`src/verilog/cache_pkg.sv`:
```
// ----------------------------------------------------------
// shared types and default sizes for the split l1 caches
// byte addresses with the low two bits ignored
// only whole 32-bit words move between cpu, caches and memory
// ----------------------------------------------------------

package cache_pkg;

  // ----------------------------------------------------------
  // widths
  // ----------------------------------------------------------
  typedef logic [31:0] word_t;   // one data word
  typedef logic [31:0] addr_t;   // byte address

  // ----------------------------------------------------------
  // request bundles
  // ----------------------------------------------------------

  // cpu side request, we is tied low toward the icache
  typedef struct packed {
    logic  we;      // high for a store
    addr_t addr;    // word aligned use only
    word_t wdata;   // store data
  } cpu_req_t;      // 65 bits

  // request toward main memory, same layout as the cpu side
  typedef struct packed {
    logic  we;      // write through store
    addr_t addr;    // memory drops bits above its own size
    word_t wdata;   // ignored on reads
  } mem_req_t;      // 65 bits

  // ----------------------------------------------------------
  // default parameter values
  // ----------------------------------------------------------
  localparam int INDEX_BITS_DEF = 6;    // 64 lines per cache
  localparam int MEM_AW_DEF     = 12;   // 4096 words of memory
  localparam int MEM_LAT_DEF    = 4;    // memory response latency, min 1

endpackage

```
`src/verilog/icache.sv`:
```
// ----------------------------------------------------------
// read only direct mapped instruction cache, one word per line
// not snooped, so a line stays stale after a data store
// cpu must not strobe req while busy is high
// ----------------------------------------------------------

module icache #(
  parameter int INDEX_BITS = cache_pkg::INDEX_BITS_DEF
) (
  input  logic                clk,
  input  logic                arst_n,
  // cpu side
  input  logic                req,
  input  cache_pkg::addr_t    addr,
  output logic                rsp,
  output cache_pkg::word_t    rdata,
  output logic                busy,
  // memory side
  output logic                mem_req,
  output cache_pkg::mem_req_t mem_req_data,
  input  logic                mem_rsp,
  input  cache_pkg::word_t    mem_rdata
);

  localparam int LINES    = 1 << INDEX_BITS;
  localparam int TAG_BITS = 30 - INDEX_BITS;

  typedef logic [INDEX_BITS-1:0] index_t;
  typedef logic [TAG_BITS-1:0]   tag_t;
  typedef enum logic [1:0] {idle, lookup, wait_mem} state_t;

  state_t           state;
  state_t           state_nxt;
  logic [LINES-1:0] valid;              // one valid bit per line
  tag_t             tag_mem  [LINES];
  cache_pkg::word_t data_mem [LINES];

  cache_pkg::addr_t addr_q;             // address under service
  logic             line_vld_q;         // registered line read
  tag_t             line_tag_q;
  cache_pkg::word_t line_data_q;

  index_t req_idx;
  index_t q_idx;
  tag_t   q_tag;
  logic   accept;
  logic   fill;
  logic   hit;

  assign req_idx = addr[INDEX_BITS+1:2];
  assign q_idx   = addr_q[INDEX_BITS+1:2];
  assign q_tag   = addr_q[31:INDEX_BITS+2];
  assign accept  = req && (state == idle);
  assign fill    = (state == wait_mem) && mem_rsp;   // returned word lands here
  assign hit     = line_vld_q && (line_tag_q == q_tag);

  // ----------------------------------------------------------
  // lookup registers
  // ----------------------------------------------------------
  always_ff @(posedge clk) begin
    if (accept) begin
      addr_q      <= addr;
      line_vld_q  <= valid[req_idx];
      line_tag_q  <= tag_mem[req_idx];
      line_data_q <= data_mem[req_idx];
    end else if (fill) begin           // refresh so the next lookup hits
      line_vld_q  <= 1'b1;
      line_tag_q  <= q_tag;
      line_data_q <= mem_rdata;
    end
  end

  // line arrays
  always_ff @(posedge clk) begin
    if (fill) begin
      tag_mem[q_idx]  <= q_tag;
      data_mem[q_idx] <= mem_rdata;
    end
  end

  always_ff @(posedge clk or negedge arst_n) begin
    if (!arst_n) begin
      valid <= '0;
    end else if (fill) begin
      valid[q_idx] <= 1'b1;
    end
  end

  // ----------------------------------------------------------
  // miss fsm
  // ----------------------------------------------------------
  always_ff @(posedge clk or negedge arst_n) begin
    if (!arst_n) begin
      state <= idle;
    end else begin
      state <= state_nxt;
    end
  end

  always_comb begin
    state_nxt = state;
    case (state)
      idle:     if (req) state_nxt = lookup;
      lookup:   state_nxt = hit ? idle : wait_mem;
      wait_mem: if (mem_rsp) state_nxt = lookup;   // second pass answers
      default:  state_nxt = idle;
    endcase
  end

  // outputs
  assign rsp   = (state == lookup) && hit;
  assign rdata = line_data_q;
  assign busy  = (state != idle);

  assign mem_req = (state == lookup) && !hit;   // one read per miss
  always_comb begin
    mem_req_data.we    = 1'b0;                   // fetch only
    mem_req_data.addr  = addr_q;
    mem_req_data.wdata = '0;
  end

endmodule

```
`config.mk`:
```
export PLATFORM = sky130hd
export DESIGN_NAME = icache
export DESIGN_NICKNAME = d
export VERILOG_FILES = /design/src/verilog/cache_pkg.sv /design/src/verilog/icache.sv
export SDC_FILE = /design/constraint.sdc
export NUM_CORES = 2
export LEC_CHECK = 0
export BUFFER_PORTS_ARGS = -buffer_cell sky130_fd_sc_hd__buf_2
export CAP_MARGIN = 25
export CORE_MARGIN = 3
export CORE_UTILIZATION = 63
export DETAILED_ROUTE_END_ITERATION = 6
export GPL_TIMING_DRIVEN = 1
export PLACE_DENSITY_LB_ADDON = 0.08
export SLEW_MARGIN = 5
export SYNTH_ARGS = -nofsm -noshare
export SYNTH_HDL_FRONTEND = slang
export SYNTH_SLANG_ARGS = --single-unit
```
`constraint.sdc`:
```
create_clock -name clk -period 4.95 [get_ports clk]
set_input_delay 0.2475 -clock clk [delete_from_list [all_inputs] [get_ports clk]]
set_output_delay 0.2475 -clock clk [all_outputs]
set_load 0.02 [all_outputs]
```
## Yosys cells after proc, flatten, opt, wreduce, memory -nomap -nowiden

Memories as Yosys holds them, arrays and structs flattened.
Cells that the tools add are included.

- Memories kept: 2
- Bits in registers: 155
- Logic and storage cells: 44
- RAM bits: 3584

- Multiplexer cells: 16
- Equality and inequality tests: 5
- $lt $le $gt $ge: 3
- Reduce and logical (&&, ||, !) cells: 11
- Bitwise gates (word level): 1

Memory list:

| memory | words | width | read ports | clocked after Yosys merged registers in | write ports | line | source |
|---|---|---|---|---|---|---|---|
| data_mem | 64 | 32 | 1 | 0 | 1 | icache.sv:36 | `cache_pkg::word_t data_mem [LINES];` |
| tag_mem | 64 | 24 | 1 | 0 | 1 | icache.sv:35 | `tag_t tag_mem [LINES];` |

Operators by type and width:

| cell | count |
|---|---|
| $mux 32 | 2 |
| $or 64x64->64 | 1 |
| $mux 24 | 2 |
| $eq 24x24->1 | 1 |
| $lt 6x7->1 const B | 2 |
| $bmux 1 s6 | 1 |
| $demux 1 s6 | 1 |
| $ge 6x1->1 const B | 1 |
| $logic_and 1x1->1 | 6 |
| $mux 1 | 6 |
| $mux 2 | 3 |
| $pmux 2 s3 | 1 |
| $ne 2x2->1 const B | 2 |
| $reduce_bool 2->1 | 2 |
| $eq 2x1->1 const B | 1 |
| $eq 2x2->1 const B | 1 |
| $logic_not 2->1 | 1 |
| $reduce_and 2->1 | 1 |
| $logic_not 1->1 | 1 |

## Longest topological paths before layout

- Depth after elaboration: 5
- Depth in mapped cells: 9
- Depth with buffers taken out: 5

## Least setup slack after synthesis

OpenSTA, ideal clock, no wires.

- Path type: register to register
- From: register addr_q[6]
- To: memory data_mem[32][0] (netlist bit) (enable)
- Data arrival time: 3681 ps
- Library setup time: 471 ps
- Data required time: 4479 ps
- Setup slack: 798 ps
- Stages on the path, launching flop included: 5
- Cells stage by stage: edfxtp_1 clkbuf_1 or3b_2 clkbuf_1 nor2_1

RTL lines:

| what | line | source |
|---|---|---|
| start: declaration | icache.sv:38 | `cache_pkg::addr_t addr_q;` |
| start signal: assignment | icache.sv:62 | `addr_q <= addr;` |
| end: declaration | icache.sv:36 |  |

No word-level cell before the write port.

## Final worst setup path

- From: register addr_q[12]
- To: output port rsp

- Cells in the longest elaborated chain, start to end: 3

RTL lines:

| what | line | source |
|---|---|---|
| $eq 24x24->1 | icache.sv:55 | `assign hit = line_vld_q && (line_tag_q == q_tag);` |
| $logic_and 1x1->1 | icache.sv:55 |  |
| $logic_and 1x1->1 | icache.sv:111 | `assign rsp = (state == lookup) && hit;` |
| end: declaration | icache.sv:15 | `output logic rsp,` |

Every way passes these cells.

==> impl_metrics.tcl <==
set metrics [dict create \
    synth_most_common_cell "sky130_fd_sc_hd__edfxtp_1" \
    synth-async-reset-ratio 0.01765 \
    placement_rows 174 \
    wire_length_of_the_first_global_routing_pass_um 555000 \
    viasPerCell 6.918 \
    slew-limit-headroom 0.2419 \
    post_synthesis_share_of_cell_area_spent_on_full_adders_half_adders_and_majority_gates 0 \
    peakVddDrop_v 0.0004684 \
    globalplace.congestion 0.8482 \
    synth.top_cells.by_area "sky130_fd_sc_hd__edfxtp_1, sky130_fd_sc_hd__mux4_2, sky130_fd_sc_hd__mux2i_1, sky130_fd_sc_hd__a22oi_1, sky130_fd_sc_hd__dfrtp_1" \
    synthSimpleGateAreaFrac 0.02387 \
    number_of_max_slew_violations_in_the_final_report 0 \
    total_die_area_mm2 0.2339 \
    report.final.setup_viol 0 \
    max_slew.worst_pin.slew_ps 1137 \
    antenna_violating_nets_post_route 0 \
    syn-cell-area_mm2 0.1437 \
    proportion_of_netlist_area_held_by_the_largest_area_contributor 0.7676 \
    dominant_combinational_cell_family_by_area_after_synthesis "multiplexers" \
    crit_chain "xnor2_1, nand4_1, nor4_1, buf_4, and3b_1, buf_2" \
    cellInternalPower_mw 52.88 \
    ctsHtreeMaxLevel 5 \
    power.total_mw 68.40 \
    path_class "reg2out" \
    cts.repair.resized 0 \
    synthXorXnorAreaFrac 0.001463 \
    pwr-share-comb 0.074 \
    worst_clock_skew_ps 41.20 \
    buffer_ports.inserted 134 \
    timing.setup.tns_ps 0 \
    clock_path_buffers 4 \
    hpwl_um 214200 \
    io_pins 168 \
    number_of_flip_flops_and_latches_in_the_synthesized_netlist 3739 \
    global_route.usage.total 0.3373 \
    fmax_ghz 0.2315 \
    final-hold-violation-count 0 \
    clk_pin_slew_worst_paths_ps 70 \
    syn_area_per_cell_um2 20.20 \
    clock_buffers_created_by_tritoncts 377 \
    worstSetupEndpointType "output pin" \
    drc 0 \
    floorplan.die.height_um 483.6 \
    post-route-min-period_ps 4320 \
    synth_compound_gate_area_share 0.03971 \
    die_span_in_x_um 483.6 \
    grt_pass1_vias 74219 \
    final_cells 10884 \
    post_synth_cell_types 55 \
    clk_latency_ps 960 \
    cts_tree "done" \
    post_synth_edffs 3673 \
    power.static_leakage_nw 53.60 \
    worstSetupStartpointType "register" \
    start_util 0.6365 \
    yosysWarnings 0 \
    critical-path-max-stage-delay_ps 1000 \
    worstPathArrival_ps 4070 \
    maxCapViolCount 0 \
    status "complete, no violations" \
    critPathSlowestCell "sky130_fd_sc_hd__xnor2_1" \
    route.detailed.wl_per_inst_um 36.18 \
    grt.overflow.total 0 \
    flow.area_growth_from_synthesis_pct 12.76 \
    pwr-share-clk 0.395 \
    share_of_cell_area_taken_by_muxes_after_synthesis 0.1395 \
    finalNetCount 7675 \
    gate_count_post_synth 7115 \
    cts_setup_buffers 0 \
    cts.sink_count 3739 \
    design.core.area_mm2 0.2258 \
    synth.top_cells.by_count "sky130_fd_sc_hd__edfxtp_1, sky130_fd_sc_hd__mux2i_1, sky130_fd_sc_hd__mux4_2" \
    drive_above_1_share 0.2026 \
    sequential_power_share 0.531 \
    drt_iter0_drc 10729 \
    synth-main-ff-cell "sky130_fd_sc_hd__edfxtp_1" \
    detailedRoute.firstPassIterationCount 6 \
    grt_max_degree 100 \
    place.detailed.instances 10136 \
    finalWirelength_um 393800 \
    netlist.top_cell.by_area "sky130_fd_sc_hd__edfxtp_1" \
    layout_worst_path_cycle_share 0.8727 \
    power-per-cell-area_mw_per_mm2 422.1 \
    netSwitchingPower_mw 15.51 \
    critical_path_required_ps 4700 \
    grt_setup_unrepaired "false" \
    cts_root_buffer "sky130_fd_sc_hd__clkbuf_16" \
    antenna_violations_before_repair 14 \
    hp-class "in2async" \
    vias 75300 \
    reg2reg_depth 5 \
    critical_path.max_fanout 3 \
    p_sw_frac 0.2268 \
    synth.yosys.seq_area_share 0.7791 \
]
routing by layer:
layer | GRT usage | share of wire
met1 | 0.4810 | 0.38
met3 | 0.07951 | 0.11
met2 | 0.5221 | 0.47
met4 | 0.1165 | 0.037
met5 | 0 | 0.00018
worst paths after layout:
kind                       slack, ps         start                to
min reg2reg                      460     valid[30]         valid[30]
min                               20        arst_n         valid[48]
min in group clk                  50  mem_rdata[3]   data_mem[56][3]
max reg2reg                     1310      state[0]  data_mem[42][20]
max in group asynchronous       4620        arst_n         valid[46]
max                              630    addr_q[12]               rsp
area by class of cell:
| cell class | count | area [um^2] |
|---|---|---|
| well taps | 2992 | 3744 |
| fillers | 13446 | 63740 |
| flip-flops and latches | 3739 | 111900 |
| inverters | 3 | 12.51 |
| diodes | 5 | 12.51 |
| clock buffers | 476 | 9953 |
| clock inverters | 183 | 1554 |
| multi-input cells | 2962 | 30150 |
| repair buffers | 524 | 4659 |
state kept, by name, indices dropped and copies added (netlist names):
name,cells
data_mem,2048
tag_mem,1536
valid,64
addr_q,32
rdata,32
line_tag_q,24
state,2
line_vld_q,1
kinds of logic (layout without fill, tap and decap cells):
logic type / Yosys count / after routing
other cells: 1 / 38
buf+inv: 446 / 1186
xor+xnor: 24 / 24
mux: 1421 / 1421
compound gates: 775 / 775
flops: 3739 / 3739
simple gates: 709 / 709
layout by cell type, fill, tap and decap left out, types with 35 or more instances in the layout:
cell                            instances
sky130_fd_sc_hd__dlygate4sd3_1         81
sky130_fd_sc_hd__mux2i_1              905
sky130_fd_sc_hd__mux2_2                56
sky130_fd_sc_hd__buf_12                65
sky130_fd_sc_hd__o22ai_1              200
sky130_fd_sc_hd__a211oi_1              57
sky130_fd_sc_hd__a21oi_1               35
sky130_fd_sc_hd__nor2b_1               61
sky130_fd_sc_hd__clkinv_2              55
sky130_fd_sc_hd__mux4_2               460
sky130_fd_sc_hd__nor2_4                69
sky130_fd_sc_hd__dfrtp_1               66
sky130_fd_sc_hd__a22oi_1              229
sky130_fd_sc_hd__clkbuf_16            383
sky130_fd_sc_hd__clkinv_1              81
sky130_fd_sc_hd__buf_2                130
sky130_fd_sc_hd__clkbuf_1              91
sky130_fd_sc_hd__buf_4                245
sky130_fd_sc_hd__nor2_1               297
sky130_fd_sc_hd__edfxtp_1            3673
sky130_fd_sc_hd__or2_2                 65
sky130_fd_sc_hd__o221ai_1              56
sky130_fd_sc_hd__nand3_1              120
power by group through the flow:
stage               Sequential (mW)  Combinational [mW]  Clock (mW)
global placement               37.0                4.81           0
CTS                            36.3                4.98        27.2
floorplan                      37.1                2.34           0
detailed placement             37.0                4.91           0
finish                         36.3                5.06        27.0
global route                   36.3                5.30        28.5
worst max-delay path, delay by kind of cell, from the launching register on:
kind	cells	cell delay, ps
xor+xnor	1	1000
buf+inv	2	390
flops	1	750
simple gates	3	970
what timing repair did:
action                                  in CTS  in global routing
hold buffers                                79                  2
endpoints found under the setup margin       0                  0
hold endpoints to repair                  1486                128
per-stage QoR:
| stage | utilization | cell area (um^2) | worst slack, ps | hold slack (ps) |
|---|---|---|---|---|
| global route | 0.7177 | 162000 | 580.5 | 1.999 |
| CTS | 0.7172 | 161900 | 768.8 | 5.463 |
| floorplan | - | 143800 | 797.9 | -48.09 |
| finish | 0.7177 | 162000 | 630.4 | 20.87 |
| detailed placement | 0.6628 | 149600 | 1437 | 425.6 |
| global placement | 0.6627 | 149600 | 1443 | 425.2 |
Power figures use the tool's default switching activity.
