$ cat config.mk
export PLATFORM = sky130hd
export DESIGN_NAME = dcache
export DESIGN_NICKNAME = d
export VERILOG_FILES = /design/src/verilog/cache_pkg.sv /design/src/verilog/dcache.sv
export SDC_FILE = /design/constraint.sdc
export NUM_CORES = 2
export LEC_CHECK = 0
export BUFFER_PORTS_ARGS = -buffer_cell sky130_fd_sc_hd__buf_2
export CAP_MARGIN = 0
export CORE_MARGIN = 8
export CORE_UTILIZATION = 40
export DETAILED_ROUTE_END_ITERATION = 7
export PLACE_DENSITY = 0.6
export SLEW_MARGIN = 20
export SYNTH_ARGS = -nofsm -noshare
export SYNTH_HDL_FRONTEND = slang
export SYNTH_SLANG_ARGS = --single-unit
$ cat constraint.sdc
create_clock -name clk -period 13.02 [get_ports clk]
set_input_delay 0.651 -clock clk [delete_from_list [all_inputs] [get_ports clk]]
set_output_delay 0.651 -clock clk [all_outputs]
set_load 0.05 [all_outputs]
$ cat src/verilog/cache_pkg.sv
// ----------------------------------------------------------
// shared types and default sizes for the split l1 caches
// byte addresses with the low two bits ignored
// only whole 32-bit words move between cpu, caches and memory
// ----------------------------------------------------------

package cache_pkg;

  // ----------------------------------------------------------
  // widths
  // ----------------------------------------------------------
  typedef logic [31:0] word_t;   // one data word
  typedef logic [31:0] addr_t;   // byte address

  // ----------------------------------------------------------
  // request bundles
  // ----------------------------------------------------------

  // cpu side request, we is tied low toward the icache
  typedef struct packed {
    logic  we;      // high for a store
    addr_t addr;    // word aligned use only
    word_t wdata;   // store data
  } cpu_req_t;      // 65 bits

  // request toward main memory, same layout as the cpu side
  typedef struct packed {
    logic  we;      // write through store
    addr_t addr;    // memory drops bits above its own size
    word_t wdata;   // ignored on reads
  } mem_req_t;      // 65 bits

  // ----------------------------------------------------------
  // default parameter values
  // ----------------------------------------------------------
  localparam int INDEX_BITS_DEF = 6;    // 64 lines per cache
  localparam int MEM_AW_DEF     = 12;   // 4096 words of memory
  localparam int MEM_LAT_DEF    = 4;    // memory response latency, min 1

endpackage

$ cat src/verilog/dcache.sv
// ----------------------------------------------------------
// direct mapped data cache, one word per line
// write through with no write allocate
// a store hit updates the line at the req edge
// every store waits for its memory response before rsp
// ----------------------------------------------------------

module dcache #(
  parameter int INDEX_BITS = cache_pkg::INDEX_BITS_DEF
) (
  input  logic                clk,
  input  logic                arst_n,
  // cpu side
  input  logic                req,
  input  cache_pkg::cpu_req_t req_data,
  output logic                rsp,
  output cache_pkg::word_t    rdata,
  output logic                busy,
  // memory side
  output logic                mem_req,
  output cache_pkg::mem_req_t mem_req_data,
  input  logic                mem_rsp,
  input  cache_pkg::word_t    mem_rdata
);

  localparam int LINES    = 1 << INDEX_BITS;
  localparam int TAG_BITS = 30 - INDEX_BITS;

  typedef logic [INDEX_BITS-1:0] index_t;
  typedef logic [TAG_BITS-1:0]   tag_t;
  typedef enum logic [1:0] {idle, lookup, wait_fill, wait_store} state_t;

  state_t           state;
  state_t           state_nxt;
  logic [LINES-1:0] valid;
  tag_t             tag_mem  [LINES];
  cache_pkg::word_t data_mem [LINES];

  cache_pkg::cpu_req_t req_q;          // request under service
  logic                line_vld_q;
  tag_t                line_tag_q;
  cache_pkg::word_t    line_data_q;

  index_t req_idx;
  tag_t   req_tag;
  index_t q_idx;
  tag_t   q_tag;
  logic   accept;
  logic   st_hit;                      // store that finds its line
  logic   fill;
  logic   hit;

  assign req_idx = req_data.addr[INDEX_BITS+1:2];
  assign req_tag = req_data.addr[31:INDEX_BITS+2];
  assign q_idx   = req_q.addr[INDEX_BITS+1:2];
  assign q_tag   = req_q.addr[31:INDEX_BITS+2];
  assign accept  = req && (state == idle);
  assign st_hit  = accept && req_data.we && valid[req_idx] && (tag_mem[req_idx] == req_tag);
  assign fill    = (state == wait_fill) && mem_rsp;
  assign hit     = line_vld_q && (line_tag_q == q_tag);

  // ----------------------------------------------------------
  // lookup registers
  // ----------------------------------------------------------
  always_ff @(posedge clk) begin
    if (accept) begin
      req_q       <= req_data;
      line_vld_q  <= valid[req_idx];
      line_tag_q  <= tag_mem[req_idx];
      line_data_q <= data_mem[req_idx];
    end else if (fill) begin
      line_vld_q  <= 1'b1;              // re-lookup sees the new line
      line_tag_q  <= q_tag;
      line_data_q <= mem_rdata;
    end
  end

  // line arrays, fill and store hit never coincide
  always_ff @(posedge clk) begin
    if (fill) begin
      tag_mem[q_idx]  <= q_tag;
      data_mem[q_idx] <= mem_rdata;
    end else if (st_hit) begin
      data_mem[req_idx] <= req_data.wdata;   // tag already matches
    end
  end

  always_ff @(posedge clk or negedge arst_n) begin
    if (!arst_n) begin
      valid <= '0;
    end else if (fill) begin
      valid[q_idx] <= 1'b1;
    end
  end

  // ----------------------------------------------------------
  // read miss and store fsm
  // ----------------------------------------------------------
  always_ff @(posedge clk or negedge arst_n) begin
    if (!arst_n) begin
      state <= idle;
    end else begin
      state <= state_nxt;
    end
  end

  always_comb begin
    state_nxt = state;
    case (state)
      idle: begin
        if (req) begin
          state_nxt = lookup;
        end
      end
      lookup: begin
        if (req_q.we) begin
          state_nxt = wait_store;          // stores always go out
        end else if (hit) begin
          state_nxt = idle;
        end else begin
          state_nxt = wait_fill;
        end
      end
      wait_fill:  if (mem_rsp) state_nxt = lookup;
      wait_store: if (mem_rsp) state_nxt = idle;
      default:    state_nxt = idle;
    endcase
  end

  // outputs
  assign rsp = ((state == lookup) && !req_q.we && hit) ||
               ((state == wait_store) && mem_rsp);   // store done when memory acks
  assign rdata = line_data_q;                        // don't care for stores
  assign busy  = (state != idle);

  assign mem_req = (state == lookup) && (req_q.we || !hit);
  always_comb begin
    mem_req_data.we    = req_q.we;
    mem_req_data.addr  = req_q.addr;
    mem_req_data.wdata = req_q.wdata;
  end

  // ----------------------------------------------------------
  // checks
  // ----------------------------------------------------------
  a_no_req_busy: assert property (@(posedge clk) disable iff (!arst_n)
    req |-> !busy)
    else $error("dcache req strobed while busy");

  // at most one memory access in flight per cache
  a_one_mem_req: assert property (@(posedge clk) disable iff (!arst_n)
    mem_req |=> (!mem_req until mem_rsp))
    else $error("dcache issued a second mem_req before mem_rsp");

endmodule

=== Yosys cells after proc, flatten, opt, wreduce, memory -nomap -nowiden ===
Memories as Yosys holds them, arrays and structs flattened.
Index checks and enable logic that the tools add are counted.
Widths: inputs -> output; s select.

* Word-level logic and storage cells: 66
* Input port bits: 101
* Memories: 2
* Output and inout bits: 100
* Bits in writable memories: 3584
* Flip-flop bits (word level): 188

{| class="wikitable"
|+ Memories
! name !! depth !! width !! rd ports !! clocked after memory_dff !! wr ports !! RTL line !! RTL
|-
| data_mem || 64 || 32 || 1 || 0 || 1 || dcache.sv:37 || <nowiki>cache_pkg::word_t data_mem [LINES];</nowiki>
|-
| tag_mem || 64 || 24 || 1 || 0 || 1 || dcache.sv:36 || <nowiki>tag_t tag_mem [LINES];</nowiki>
|}

* Reduce and logical (&&, ||, !) cells: 20
* Bitwise gates (word level): 1
* Magnitude comparators: 3
* Mux-type cells: 24
* Equality and inequality tests: 8

{| class="wikitable"
|+ Operator list
! operator !! count
|-
| $mux 32 || 3
|-
| $or 64x64->64 || 1
|-
| $eq 24x24->1 || 2
|-
| $mux 24 || 2
|-
| $reduce_or 32->1 || 1
|-
| $lt 6x7->1 const B || 2
|-
| $logic_and 1x1->1 || 11
|-
| $mux 1 || 10
|-
| $mux 2 || 5
|-
| $pmux 2 s4 || 1
|-
| $bmux 1 s6 || 1
|-
| $demux 1 s6 || 1
|-
| $ge 6x1->1 const B || 1
|-
| $mux 6 || 1
|-
| $ne 2x2->1 const B || 3
|-
| $eq 2x2->1 const B || 2
|-
| $reduce_bool 2->1 || 2
|-
| $reduce_and 3->1 || 1
|-
| $eq 2x1->1 const B || 1
|-
| $logic_not 1->1 || 2
|-
| $logic_not 2->1 || 1
|-
| $logic_or 1x1->1 || 2
|}

=== Logic depth before layout (Yosys ltp) ===
* Depth in word-level cells: 10
* Depth in mapped cells: 20

=== Worst setup path after synthesis ===
OpenSTA, ideal clock, no wires.

* Kind: input -> register
* Start point: in req_data[35] (netlist name)
* End point: mem data_mem[53][0] (netlist name) (enable)
* Path slack: 5.843 ns
* Data required time: 12.548 ns
* Data arrival time: 6.705 ns
* Stages on the path: 16
* Cell sequence: buf_4 > buf_4 > buf_2 > buf_2 > buf_1 > mux4_2 > a22oi_1 > a21oi_1 > a31oi_1 > nand4_1 > xor2_1 > or4_1 > or4b_1 > buf_4 > buf_1 > o32ai_1

* Cells in the longest elaborated chain, start to end: 9
* Elaborated cells on any way between the ends: 12
* Classes of those cells: eq/ne: 1; mux: 7; reduce/logical: 3; memory: 1

{| class="wikitable"
|+ Ends and longest elaborated chain
! element !! RTL line !! RTL
|-
| start, declared || dcache.sv:15 || <nowiki>input cache_pkg::cpu_req_t req_data,</nowiki>
|-
| branches (longest 9 deep; another with $mem_v2 64x24) || - ||
|-
| end, declared || dcache.sv:37 ||
|}

Several ways; the timed one is not identified. The select of a mux whose other input is x is not followed.

=== Worst setup path in the final report ===
* Start point: in req_data[36] (netlist name)
* End point: mem data_mem[56][7] (netlist name) (enable)

The elaborated chain is that of the path after synthesis.

==> flow_metrics.py <==
metrics = {
    "hold_path": {
        "hold_class": "primary input to register",
    },
    "cells_and_area": {
        "fillers": 29900,
        "layout-drive-gt1-share_pct": 27.8,
        "synthToLayoutAreaGrowth_pct": 14.6,
        "layout.nets": 7335,
    },
    "sta": {
        "hold_viol": 0,
        "setup_viol": 0,
        "rsz0062_at_grt": "no",
        "fin_crit_sh_pct": 61.7,
        "slew_violations": 0,
        "max_clock_freq_mhz": 124,
        "worst_pin_slew_ns": 1.25,
        "fin_skew_ns": 0.0991,
        "timing.setup.tns_ns": 0,
        "layout_min_cycle_time_ns": 8.03,
        "slew_headroom_pct": 16.8,
    },
    "synthesis": {
        "ys_seq_elements": 3772,
        "async_reset_ff_share_pct": 1.75,
        "synth_top_flop_cell": "edfxtp_1",
        "synthCells": 6661,
        "synth_edf_count": 3706,
        "synth_nets": 6762,
        "synth_area_sq_um": 146000,
        "ys_seq_area_share_pct": 77.4,
        "avgSynthCellArea_sq_um": 21.9,
        "synth.distinct_cells": 75,
        "yosysWarnings": 0,
    },
    "worst_setup_path": {
        "startpoint": "req_data[36]",
        "worst_setup_path_end_kind": "register",
        "reg2reg_slack_ns": 6.40,
        "ff2ff_path_depth": 14,
        "critPathCapture": "data_mem[56][7]$_DFFE_PP_",
        "r2r-start": "tag_mem[3][7]$_DFFE_PP_",
        "cp.required_ns": 13.55,
        "path_class": "primary input to register",
        "r2r_end": "data_mem[56][7]$_DFFE_PP_",
        "critPathMaxFanout": 52,
        "crit_path_start_kind": "primary input",
        "worstPathArrival_ns": 8.56,
    },
    "route": {
        "routedWlPerCell_microns": 32.9,
        "first_iter_violations": 9489,
        "postRouteAntennaNets": 0,
        "num_vias": 72400,
        "wl_microns": 407000,
        "drt_pre_antenna_iters": 5,
        "drc": 0,
        "viasPerCell": 5.85,
    },
    "place": {
        "portBuffers": 200,
        "hpwl_microns": 230000,
        "place.gp.congestion": 0.806,
    },
    "power_and_ir_drop": {
        "p_sw_share_pct": 23.7,
        "switchingPower_uw": 6350,
        "power_density_nw_per_um2": 160,
        "finalPower_uw": 26800,
        "ir_worst_vdd_mv": 0.144,
        "p_int_uw": 20400,
        "power.share.clock_pct": 39.7,
        "p_comb_share_pct": 8.5,
        "seqPwrFrac_pct": 51.8,
        "p_leak_uw": 0.0537,
    },
    "clock_tree": {
        "cts.sinks": 3772,
        "clkLatencyLatePin_ns": 0.95,
        "cts_buffers": 388,
        "cts_resized": 0,
        "cts_root_buffer": "clkbuf_16",
        "cts_setup_buffers": 0,
        "h-tree-depth": 5,
        "clk_pin_slew_worst_paths_ns": 0.06,
        "cts-hold-fix-buffers": 70,
        "clockBufferDepth": 4,
        "cts_tree": "built",
    },
    "floorplan": {
        "std_cell_rows": 221,
        "die_h_microns": 620,
        "dieArea_sq_um": 384000,
        "pin_count": 201,
        "die_x_microns": 620,
        "coreArea_sq_um": 363000,
        "start_util_pct": 40.2,
    },
    "grt": {
        "grt_pass1_vias": 73200,
        "grt_max_degree": 127,
        "antenna_found_initial": 30,
        "grt_usage_pct": 20.7,
        "grt-ovfl-total": 0,
        "grt_pass1_wl_microns": 571000,
    },
    "flow_run": {
        "cap_violations": 0,
    },
    "outcome": {
        "status": "finished, final reports clean",
    },
}
[sequential cells by signal, indices dropped and copies added (netlist names)]
name and cells:
data_mem 2048, tag_mem 1536, mem_req_data 65, valid 64, rdata 32, line_tag_q 24, state 2, line_vld_q 1
[worst min path at each step]
| stage | from | end | slack [ns] | depth (start not counted) |
|---|---|---|---|---|
| after floorplan | arst_n | state[0]$_DFFE_PN0P_ | 0.36 | 0 |
| after global placement | valid[58]$_DFFE_PN0P_ | valid[58]$_DFFE_PN0P_ | 0.44 | 1 |
| after detailed placement | valid[61]$_DFFE_PN0P_ | valid[61]$_DFFE_PN0P_ | 0.45 | 1 |
| after CTS | mem_rdata[11] | rdata[11]$_DFFE_PP_ | 0.001 | 3 |
| after global routing | req_data[25] | mem_req_data[25]$_DFFE_PP_ | 0.01 | 1 |
| final | req_data[26] | mem_req_data[26]$_DFFE_PP_ | 0.02 | 1 |
[critical path: stages]
cell,delay [ns]
buf_8,0.43
buf_4,0.63
and2_4,0.56
buf_4,0.72
a22oi_1,0.19
and3_1,0.21
or4_1,0.52
and3b_1,0.19
nor3_1,0.49
nand4_1,0.37
or4_4,0.75
or4b_4,0.78
buf_4,0.45
mux2i_2,0.28
buf_4,0.26
nor2_4,0.12
buf_4,0.67
[area by class of cell]
class,count,area [sq um],share of cell area (%)
Sequential cell,3772,113000,67.6
Multi-Input combinational cell,2527,32100,19.2
Clock buffer,497,10300,6.15
Tap cell,4794,6000,3.59
Timing Repair Buffer,535,4000,2.39
Clock inverter,205,1780,1.07
Antenna cell,24,60.1,0.0359
Inverter,10,42.5,0.0254
[cell usage after synthesis, types with 15 or more instances]
cell	count	share of area [%]
nand2_1	209	0.54
edfxtp_1	3706	76
or2_2	69	0.30
mux4_2	827	13
clkbuf_1	155	0.40
mux2_2	60	0.46
dfrtp_1	66	1.1
xnor2_1	15	0.090
xor2_1	27	0.16
nand2b_1	16	0.069
nand3_1	92	0.32
nor2_1	165	0.42
buf_4	30	0.15
mux2i_1	518	3.6
a21oi_1	40	0.14
o21ai_0	49	0.17
a22oi_1	215	1.1
buf_1	33	0.085
nor3_1	20	0.069
buf_2	101	0.35
o22ai_1	38	0.16
buf_6	22	0.17
nand4_1	17	0.073
[logic make-up (layout without fill, tap and decap cells)]
| logic type | count (synthesis) | in the layout | share of synthesized area [%] |
|---|---|---|---|
| other cells | 0 | 24 | 0 |
| simple gates | 650 | 650 | 2.09 |
| flops | 3772 | 3772 | 77.4 |
| buf+inv | 362 | 1247 | 1.31 |
| xor+xnor | 42 | 42 | 0.252 |
| compound gates | 425 | 425 | 2.05 |
| mux | 1410 | 1410 | 16.8 |
[power by group through the flow]
stage | clock network [uW] | registers (uW) | logic (uW)
6_report | 10600 | 13900 | 2260
3_3_place_gp | 0 | 14100 | 2200
3_5_place_dp | 0 | 14100 | 2250
2_1_floorplan | 0 | 14400 | 975
5_1_grt | 11200 | 13900 | 2360
4_1_cts | 10800 | 13900 | 2270
[per-layer routing]
layer / track usage, % / vias to the layer above / wire length, microns
met5: 0 / - / 34
met4: 5.80 / 6 / 12600
met3: 3.37 / 620 / 33100
met2: 34.3 / 3407 / 199000
met1: 28.6 / 39200 / 163000
li1: - / 29100 / -
[through the flow]
stage               worst slack [ns]  cells  cell area, sq um  utilization [%]  hold slack (ns)
floorplan                       5.84   6661            146000                -            0.355
global placement                3.82  11600            154000             42.5            0.445
detailed placement              4.02  11600            154000             42.5            0.448
CTS                             5.02  12300            167000             46.1          0.00115
global route                    4.96  12400            167000             46.1           0.0100
finish                          4.99  12400            167000             46.1           0.0170
[cell usage in the layout (no fill, tap or decap), types with 47 or more instances in the layout]
cell and instances:
clkinv_1 84, o21ai_0 48, nor2_4 119, nand2_1 208
clkbuf_1 101, nand3_1 90, mux4_2 827, buf_2 194
dlygate4sd3_1 70, buf_4 247, mux2i_1 518, mux2_2 47
clkbuf_16 395, clkinv_2 66, a22oi_1 215, or2_2 69
dfrtp_1 66, edfxtp_1 3706
(Power assumes the default switching activity.)
