**config.mk**
```make
export PLATFORM = sky130hd
export DESIGN_NAME = mem_arbiter
export DESIGN_NICKNAME = d
export VERILOG_FILES = /design/src/verilog/cache_pkg.sv /design/src/verilog/mem_arbiter.sv
export SDC_FILE = /design/constraint.sdc
export NUM_CORES = 1
export LEC_CHECK = 0
export ABC_AREA = 1
export ABC_CLOCK_PERIOD_IN_PS = 2500
export BUFFER_PORTS_ARGS = -buffer_cell sky130_fd_sc_hd__buf_2
export CORE_UTILIZATION = 47
export DETAILED_ROUTE_END_ITERATION = 7
export MAX_ROUTING_LAYER = met4
export PLACE_DENSITY = 0.81
export SKIP_CTS_REPAIR_TIMING = 1
export SLEW_MARGIN = 15
export SYNTH_ARGS = -nofsm -noshare
export SYNTH_HDL_FRONTEND = slang
export SYNTH_SLANG_ARGS = --single-unit
```
**constraint.sdc**
```tcl
create_clock -name clk -period 2.5 [get_ports clk]
set_input_delay 0.5 -clock clk [delete_from_list [all_inputs] [get_ports clk]]
set_output_delay 0.5 -clock clk [all_outputs]
set_load 0.005 [all_outputs]
```
**src/verilog/cache_pkg.sv**
```systemverilog
// ----------------------------------------------------------
// shared types and default sizes for the split l1 caches
// byte addresses with the low two bits ignored
// only whole 32-bit words move between cpu, caches and memory
// ----------------------------------------------------------

package cache_pkg;

  // ----------------------------------------------------------
  // widths
  // ----------------------------------------------------------
  typedef logic [31:0] word_t;   // one data word
  typedef logic [31:0] addr_t;   // byte address

  // ----------------------------------------------------------
  // request bundles
  // ----------------------------------------------------------

  // cpu side request, we is tied low toward the icache
  typedef struct packed {
    logic  we;      // high for a store
    addr_t addr;    // word aligned use only
    word_t wdata;   // store data
  } cpu_req_t;      // 65 bits

  // request toward main memory, same layout as the cpu side
  typedef struct packed {
    logic  we;      // write through store
    addr_t addr;    // memory drops bits above its own size
    word_t wdata;   // ignored on reads
  } mem_req_t;      // 65 bits

  // ----------------------------------------------------------
  // default parameter values
  // ----------------------------------------------------------
  localparam int INDEX_BITS_DEF = 6;    // 64 lines per cache
  localparam int MEM_AW_DEF     = 12;   // 4096 words of memory
  localparam int MEM_LAT_DEF    = 4;    // memory response latency, min 1

endpackage

```
**src/verilog/mem_arbiter.sv**
```systemverilog
// ----------------------------------------------------------
// two port arbiter in front of main memory
// data port wins when both ports want memory
// only one access outstanding, next issue waits for its rsp
// ----------------------------------------------------------

module mem_arbiter (
  input  logic                clk,
  input  logic                arst_n,
  // instruction cache port
  input  logic                i_req,
  input  cache_pkg::mem_req_t i_req_data,
  // data cache port
  input  logic                d_req,
  input  cache_pkg::mem_req_t d_req_data,
  // responses back to the caches
  output logic                i_rsp,
  output logic                d_rsp,
  output cache_pkg::word_t    rdata,
  // memory side
  output logic                mem_req,
  output cache_pkg::mem_req_t mem_req_data,
  input  logic                mem_rsp,
  input  cache_pkg::word_t    mem_rdata
);

  logic                i_pend;      // strobe held until granted
  logic                d_pend;
  cache_pkg::mem_req_t i_req_q;     // request held with its pending flag
  cache_pkg::mem_req_t d_req_q;
  logic                owner_vld;   // memory access in flight
  logic                owner_d;     // in-flight access belongs to dcache

  logic i_want;
  logic d_want;
  logic grant_i;
  logic grant_d;

  assign i_want  = i_pend || i_req;   // fresh strobe counts at once
  assign d_want  = d_pend || d_req;
  assign grant_d = !owner_vld && d_want;
  assign grant_i = !owner_vld && !d_want && i_want;

  // ----------------------------------------------------------
  // pending flags and ownership
  // ----------------------------------------------------------
  always_ff @(posedge clk or negedge arst_n) begin
    if (!arst_n) begin
      i_pend    <= 1'b0;
      d_pend    <= 1'b0;
      owner_vld <= 1'b0;
      owner_d   <= 1'b0;
      mem_req   <= 1'b0;
    end else begin
      i_pend  <= i_want && !grant_i;
      d_pend  <= d_want && !grant_d;
      mem_req <= grant_i || grant_d;    // issue one cycle after grant
      if (grant_i || grant_d) begin
        owner_vld <= 1'b1;
        owner_d   <= grant_d;
      end else if (mem_rsp) begin
        owner_vld <= 1'b0;
      end
    end
  end

  // request payloads
  always_ff @(posedge clk) begin
    if (i_req) begin
      i_req_q <= i_req_data;
    end
    if (d_req) begin
      d_req_q <= d_req_data;
    end
    if (grant_d) begin
      mem_req_data <= d_pend ? d_req_q : d_req_data;
    end else if (grant_i) begin
      mem_req_data <= i_pend ? i_req_q : i_req_data;
    end
  end

  // response routing, same cycle as memory rsp
  assign i_rsp = mem_rsp && !owner_d;
  assign d_rsp = mem_rsp && owner_d;
  assign rdata = mem_rdata;             // both caches see the word

  // ----------------------------------------------------------
  // checks
  // ----------------------------------------------------------
  a_rsp_owned: assert property (@(posedge clk) disable iff (!arst_n)
    mem_rsp |-> owner_vld)
    else $error("memory response with no owner");

  a_i_no_restrobe: assert property (@(posedge clk) disable iff (!arst_n)
    i_req |-> !i_pend)
    else $error("icache strobed while its request is pending");

  a_d_no_restrobe: assert property (@(posedge clk) disable iff (!arst_n)
    d_req |-> !d_pend)
    else $error("dcache strobed while its request is pending");

endmodule

```
# Word-level counts from Yosys, hierarchy flattened

Index checks and enable logic that the tools add are counted.

Mux-type cells: 6
Reduce and logical (&&, ||, !) cells: 17

Operators with widths:

| kind              | count |
|---|---|
| $mux 65           | 4 |
| $logic_and 1x1->1 | 7 |
| $logic_not 1->1   | 5 |
| $reduce_bool 2->1 | 2 |
| $logic_or 1x1->1  | 3 |
| $mux 1            | 2 |

Register bits: 200
Logic and storage cells: 37

# Logic depth before layout (Yosys ltp)

Gate-level depths: netlist (run 1).

Word-level depth: 6
Gate-level depth with buffers: 8

# Worst setup path before layout (run 1)

OpenSTA, ideal clock, no wires.

Path kind: input to register
From: input port d_req
To: register mem_req_data[0] (netlist bit) (enable)
Setup time: 700 ps
Data arrival time: 2107 ps
Slack: -307 ps
Stages: 4
Cell sequence: o21ai_2 -> buf_2 -> buf_4 -> nand2_1

Longest elaborated chain between the ends: 5

RTL lines:

| what                                   | RTL line          | source |
|---|---|---|
| start: declaration                     | mem_arbiter.sv:14 | `input logic d_req,` |
| $logic_or 1x1->1 (*)                   | mem_arbiter.sv:40 | `assign d_want = d_pend \|\| d_req;` |
| $logic_not 1->1                        | mem_arbiter.sv:42 | `assign grant_i = !owner_vld && !d_want && i_want;` |
| $logic_and 1x1->1 (2 in a row)         | mem_arbiter.sv:42 |  |
| $reduce_bool 2->1 (no source line) (*) | --                |  |
| end signal: assignment                 | mem_arbiter.sv:76 | `mem_req_data <= d_pend ? d_req_q : d_req_data;` |
| end signal: assignment                 | mem_arbiter.sv:78 | `mem_req_data <= i_pend ? i_req_q : i_req_data;` |
| end: declaration                       | mem_arbiter.sv:22 | `output cache_pkg::mem_req_t mem_req_data,` |

Mark *: on every way between the ends. The rest lies on a longest branch, timed or not.
A chain may end at the register's enable or synchronous reset.

# Worst setup path after layout (run 1)

From: register owner_vld
To: register mem_req_data[26] (netlist bit), data pin

Longest elaborated chain between the ends: 3

RTL lines:

| what                     | RTL line          | source |
|---|---|---|
| start: declaration       | mem_arbiter.sv:31 | `logic owner_vld;` |
| start signal: assignment | mem_arbiter.sv:51 | `owner_vld <= 1'b0;` |
| start signal: assignment | mem_arbiter.sv:59 | `owner_vld <= 1'b1;` |
| start signal: assignment | mem_arbiter.sv:62 | `owner_vld <= 1'b0;` |
| $logic_not 1->1          | mem_arbiter.sv:41 | `assign grant_d = !owner_vld && d_want;` |
| $logic_and 1x1->1        | mem_arbiter.sv:41 |  |
| $mux 65                  | mem_arbiter.sv:75 | `if (grant_d) begin` |

Every way passes these cells.

==> results of run 1 <==
-- cell type report --
cell class	instances	area [um^2]
Clock buffer	18	429.2
Clock inverter	14	132.6
Fill cell	1543	7807
Inverter	5	18.77
Multi-Input combinational cell	599	2280
Sequential cell	200	5983
Tap cell	229	286.5
Timing Repair Buffer	216	1149
-- through the flow --
step	power, uW	worst slack, ns	utilization	instances
2_1_floorplan	7553	0.3573	-	879
3_3_place_gp	8889	0.3669	0.5367	1248
3_5_place_dp	9024	0.2876	0.5367	1248
4_1_cts	11670	0.5218	0.5678	1280
5_1_grt	12320	0.4092	0.5683	1281
6_report	11560	0.5519	0.5683	1281
-- flip-flops by register name, summed over array words and instances, names as in the netlist --
register	flops
mem_req	1
owner_d	1
owner_vld	1
i_req_q	65
d_pend	1
d_req_q	65
mem_req_data	65
i_pend	1
-- layer usage --
layer	part of all wire	vias to the layer above
li1	-	3105
met1	0.42	2883
met2	0.49	250
met3	0.062	41
met4	0.025	0
met5	0	-
-- power breakdown --
group,total (uW),switching (uW),internal [uW],leakage [uW]
logic,3790,2520,1270,0.00264
registers,5120,275,4850,0.00197
clock network,2650,1190,1460,0.000274
total,11600,3990,7580,0.00488
-- synthesized netlist by cell type --
master    number
clkbuf_1      10
nand3_1        1
inv_2          2
edfxtp_1     195
nand2_1      590
inv_1          3
o21ai_0        1
buf_2         19
nor2_1         5
buf_4         46
a21oi_1        1
o21ai_2        1
dfrtp_1        5
-- logic make-up (layout without fill, tap and decap cells) --
logic type             count (synthesis)  in the layout  share of synthesized area
buffers and inverters                 80            253                    0.05687
AO/OA/AOI/OAI                          3              3                   0.002148
flip-flops                           200            200                     0.6847
AND/OR/NAND/NOR                      596            596                     0.2563
-- worst max-delay path by stage --
stage	end	slack (ns)
final	mem_req_data[26]	0.55
after global routing	mem_req_data[1]	0.41
after CTS	mem_req_data[26]	0.52
after detailed placement	mem_req_data[26]	0.29
after global placement	mem_req_data[16]	0.37
after floorplan	mem_req_data[0]	0.36
==> impl_metrics.yaml, run 1 <==
outcome:
  status: "finished, violations left"
  violations: "design-rule violations"
yosys:
  synth.avg_cell_area_um2: 9.937
  synth_largest_area_cell: "edfxtp_1"
  syn_nets: 1046
  mappedNetlistArea_um2: 8735
  synth_top_area_frac: 0.6704
  yosysUniqueCellTypes: 13
  ys_seq_area_frac: 0.6847
  ys_warn_count: 0
  syn_inst: 879
  ys_seq_elements: 200
  ys_top_cells_by_area: "edfxtp_1 67%, nand2_1 25%, buf_4 4.0%, dfrtp_1 1.4%, buf_2 1.1%"
placed_design:
  place_area_um2: 9707
  dp_hpwl_mm: 13.02
  gp_congestion: 0.7998
  portBuffers: 202
sta:
  fin_crit_sh: 0.7792
  setup_viol_count_final: 0
  fin_crit_ns: 1.948
  clock_skew_ns: 0.01161
  fmax_mhz: 513.3
  setup_tns_ns: 0
  tightest_slew_ns: 0.9972
  drv_slew: 0
  max_slew_margin: 0.3336
  hold_ws_ns: 0.2509
  rsz0062_at_grt: "no"
  hold_viol_final: 0
global_route:
  use_met1: 0.2733
  met3_usage: 0.03637
  grt_pass1_vias: 6289
  grt_usage: 0.2206
  gr-total-overflow: 0
  met2_usage: 0.3543
  antenna_found_initial: 0
  top_usage_layer: "met2"
  grt_start_max_net_pins: 68
  grt_pass1_wl_mm: 31.69
critical_path:
  critical_path_required_ns: 2.80
  r2r_slack_ns: 0.55
  worstSetupStartpointType: "register"
  startpoint: "owner_vld"
  reg2reg_from: "owner_vld"
  cp.arrival_ns: 2.25
  worstPathCellList: "nor2_4 -> buf_4 -> nand2_1 -> nand2_1"
  crit_path_frequent_cell: "nand2_1"
  r2r_end: "mem_req_data[26]"
  path_depth: 4
  path_max_fanout: 42
  slowest_delay_ns: 0.79
  cp_top_family: "simple AND/OR/NAND/NOR gates"
  crit_type: "reg2reg"
  cp_slowest_cell: "nor2_4"
  r2r_cells: 4
  endpoint_kind: "register"
  critPathBufInv: 1
route:
  post_drt_wl_per_cell_um: 15.32
  drc: 26
  drt-initial-drc-count: 474
  drt-vias-per-instance: 4.902
  vias: 6279
  final_antenna_net_count: 0
  wl_mm: 19.63
  firstDrtPassIters: 7
clock_tree:
  cts_tree: "done"
  cts.htree.levels: 4
  clkTransAtPathRegs_ns: 0.07
  cts_buffers: 17
  root_buffer: "clkbuf_16"
  ctsLongestPathBuffers: 2
  clock_sinks: 200
  insertion_delay_ns: 0.43
min_path:
  hp-start: "i_req_data[45]"
  hold_end: "i_req_q[45]"
  worst_hold_path.num_cells: 1
  hp-class: "in2reg"
final_layout:
  syn_to_final_growth_pct: 17.68
  diodes: 0
  final_cell_mix: "589 x nand2_1, 200 x buf_2, 195 x edfxtp_1"
  drive_gt1_frac: 0.2367
  final_area_um2: 10280
  final_nets: 1206
  final_common_cell: "nand2_1"
floorplanning:
  fp.coreArea_um2: 18090
  start_util: 0.4829
  row_count: 49
  io_pins: 267
  dieWidth_um: 138.3
  die_h_um: 138.3
  die_area_um2: 19130
power:
  vdd.ir_drop.worst_v: 0.0005560
  power_leakage_uw: 0.004881
  p_per_area_nw_per_um2: 1125
flow_run:
  maxCapViolCount: 0
Power figures use the tool's default switching activity.
==> run 2, diff against run 1 <==
Settings changed: ABC_CLOCK_PERIOD_IN_PS 2500 to 1900, CORE_UTILIZATION 47 to 52, PLACE_DENSITY 0.81 to 0.85.
Clock period 2.5 ns to 1.9 ns, I/O delays scaled along.
==> run 2 against run 1 <==
The run now ends clean; via count up 1.6%; clock power is 31% higher; fmax is 12% higher; die area is 9.5% lower; utilization grew 6.0 points; power grew 32%; worst hold slack lost 0.10 ns; final cell count is essentially flat; design area rose by 0.67%; combinational power increased by 36%; global-route usage grew 2.3 points; first-iteration DRC count down 11%; largest power group unchanged.
==> impl_metrics.yaml, run 2 (same netlist as run 1, synthesis figures left out) <==
critical_path:
  r2r_slack_ns: 0.16
  worstPathCellList: "inv_1 -> o21ai_0 -> nand2_4 -> buf_6"
  reg2reg_from: "owner_vld"
  critPathBufInv: 2
  endpoint_kind: "register"
  critical_path_required_ns: 1.96
  worstSetupStartpointType: "register"
  cp_slowest_cell: "dfrtp_1"
  path_max_fanout: 42
  cp.arrival_ns: 1.79
  crit_type: "reg2reg"
  cp_top_family: "buffers and inverters"
  r2r_cells: 4
  r2r_end: "mem_req_data[6]"
  slowest_delay_ns: 0.46
placed_design:
  dp_hpwl_mm: 12.76
  gp_congestion: 0.8104
  portBuffers: 202
min_path:
  worst_hold_path.num_cells: 1
  hp-start: "i_req_data[30]"
  hp-class: "in2reg"
  hold_end: "i_req_q[30]"
sta:
  fin_crit_sh: 0.9137
  setup_viol_count_final: 0
  max_slew_margin: 0.3890
  fmax_mhz: 576.0
  clock_skew_ns: 0.009541
  drv_slew: 0
  setup_tns_ns: 0
  rsz0062_at_grt: "no"
  fin_crit_ns: 1.736
  tightest_slew_ns: 0.9155
  hold_viol_final: 0
route:
  drt-vias-per-instance: 4.984
  drt-initial-drc-count: 423
  firstDrtPassIters: 5
  drc: 0
  vias: 6380
  post_drt_wl_per_cell_um: 15.71
  wl_mm: 20.12
  final_antenna_net_count: 0
flow_run:
  maxCapViolCount: 0
final_layout:
  reg_top3: "d_req_q (65), i_req_q (65), mem_req_data (65)"
  ff_latch_area_um2: 5983
  final_common_cell: "nand2_1"
  syn_to_final_growth_pct: 18.46
  final_nets: 1210
  fill_cells: 1356
  multi_input_area_um2: 2286
  final_cell_mix: "589 x nand2_1, 200 x buf_2, 195 x edfxtp_1"
  drive_gt1_frac: 0.2408
clock_tree:
  cts.htree.levels: 4
  insertion_delay_ns: 0.42
  clock_sinks: 200
  cts_buffers: 17
  cts_tree: "done"
  root_buffer: "clkbuf_16"
  ctsLongestPathBuffers: 2
  clkTransAtPathRegs_ns: 0.07
global_route:
  gr-total-overflow: 0
  antenna_found_initial: 5
  grt_usage: 0.2436
  grt_pass1_vias: 6424
  grt_pass1_wl_mm: 31.35
  grt_start_max_net_pins: 68
floorplanning:
  fp.coreArea_um2: 16470
  start_util: 0.5305
  die_area_um2: 17320
  die_h_um: 131.6
  io_pins: 267
  row_count: 47
  dieWidth_um: 131.6
power:
  vdd.ir_drop.worst_v: 0.0008656
  p_total_uw: 15320
  power_leakage_uw: 0.004902
  p_per_area_nw_per_um2: 1481
outcome:
  status: "finished clean"
## run 2: cell types whose count changed in the layout (fill, tap and decap cells not counted), sizes merged
cell,before,now
diode,0,5
clkinvlp,1,4
buf,215,218
nor2,5,6
inv,6,7
clkbuf,18,19
clkinv,10,4
## run 2: final cells by class
| class | count | share of cell area |
|---|---|---|
| clock buffers | 19 | 0.04184 |
| diodes | 5 | 0.001209 |
| well taps | 220 | 0.02660 |
| repair buffers | 219 | 0.1172 |
| inverters | 5 | 0.001814 |
| multi-input cells | 600 | 0.2209 |
| flip-flops and latches | 200 | 0.5782 |
| clock inverters | 12 | 0.01221 |
## run 2: where the power goes
group          internal (uW)  switching, uW  total [uW]
Sequential              6370            334        6710
Clock                   1930           1530        3460
Combinational           1740           3420        5160
Total                  10000           5280       15300
## run 2: how the worst max path moves through the flow
stage | start | to | depth (start not counted)
6_report | owner_vld | mem_req_data[6] | 4
5_1_grt | owner_vld | mem_req_data[6] | 4
4_1_cts | owner_vld | mem_req_data[6] | 4
3_5_place_dp | d_req | mem_req_data[59] | 6
3_3_place_gp | d_req | mem_req_data[61] | 6
2_1_floorplan | i_pend | mem_req_data[0] | 4
## run 2: metal layers
metal  vias up  GRT usage  share of wire
met1      2957     0.2818           0.40
li1       3115          -              -
met4         0     0.1221          0.028
met2       270     0.4101           0.51
met5         -          -              0
met3        38    0.04167          0.061
## run 2: per-stage QoR
stage,cell area (um^2),setup slack [ns],cells,utilization,hold WS (ns)
floorplan,8742,0.03939,879,-,0.08441
global placement,9756,0.1251,1242,0.5925,0.2205
detailed placement,9756,0.08643,1242,0.5925,0.2155
CTS,10310,0.09606,1273,0.6264,-0.2349
global route,10350,0.06115,1280,0.6284,0.1264
finish,10350,0.1639,1280,0.6284,0.1475
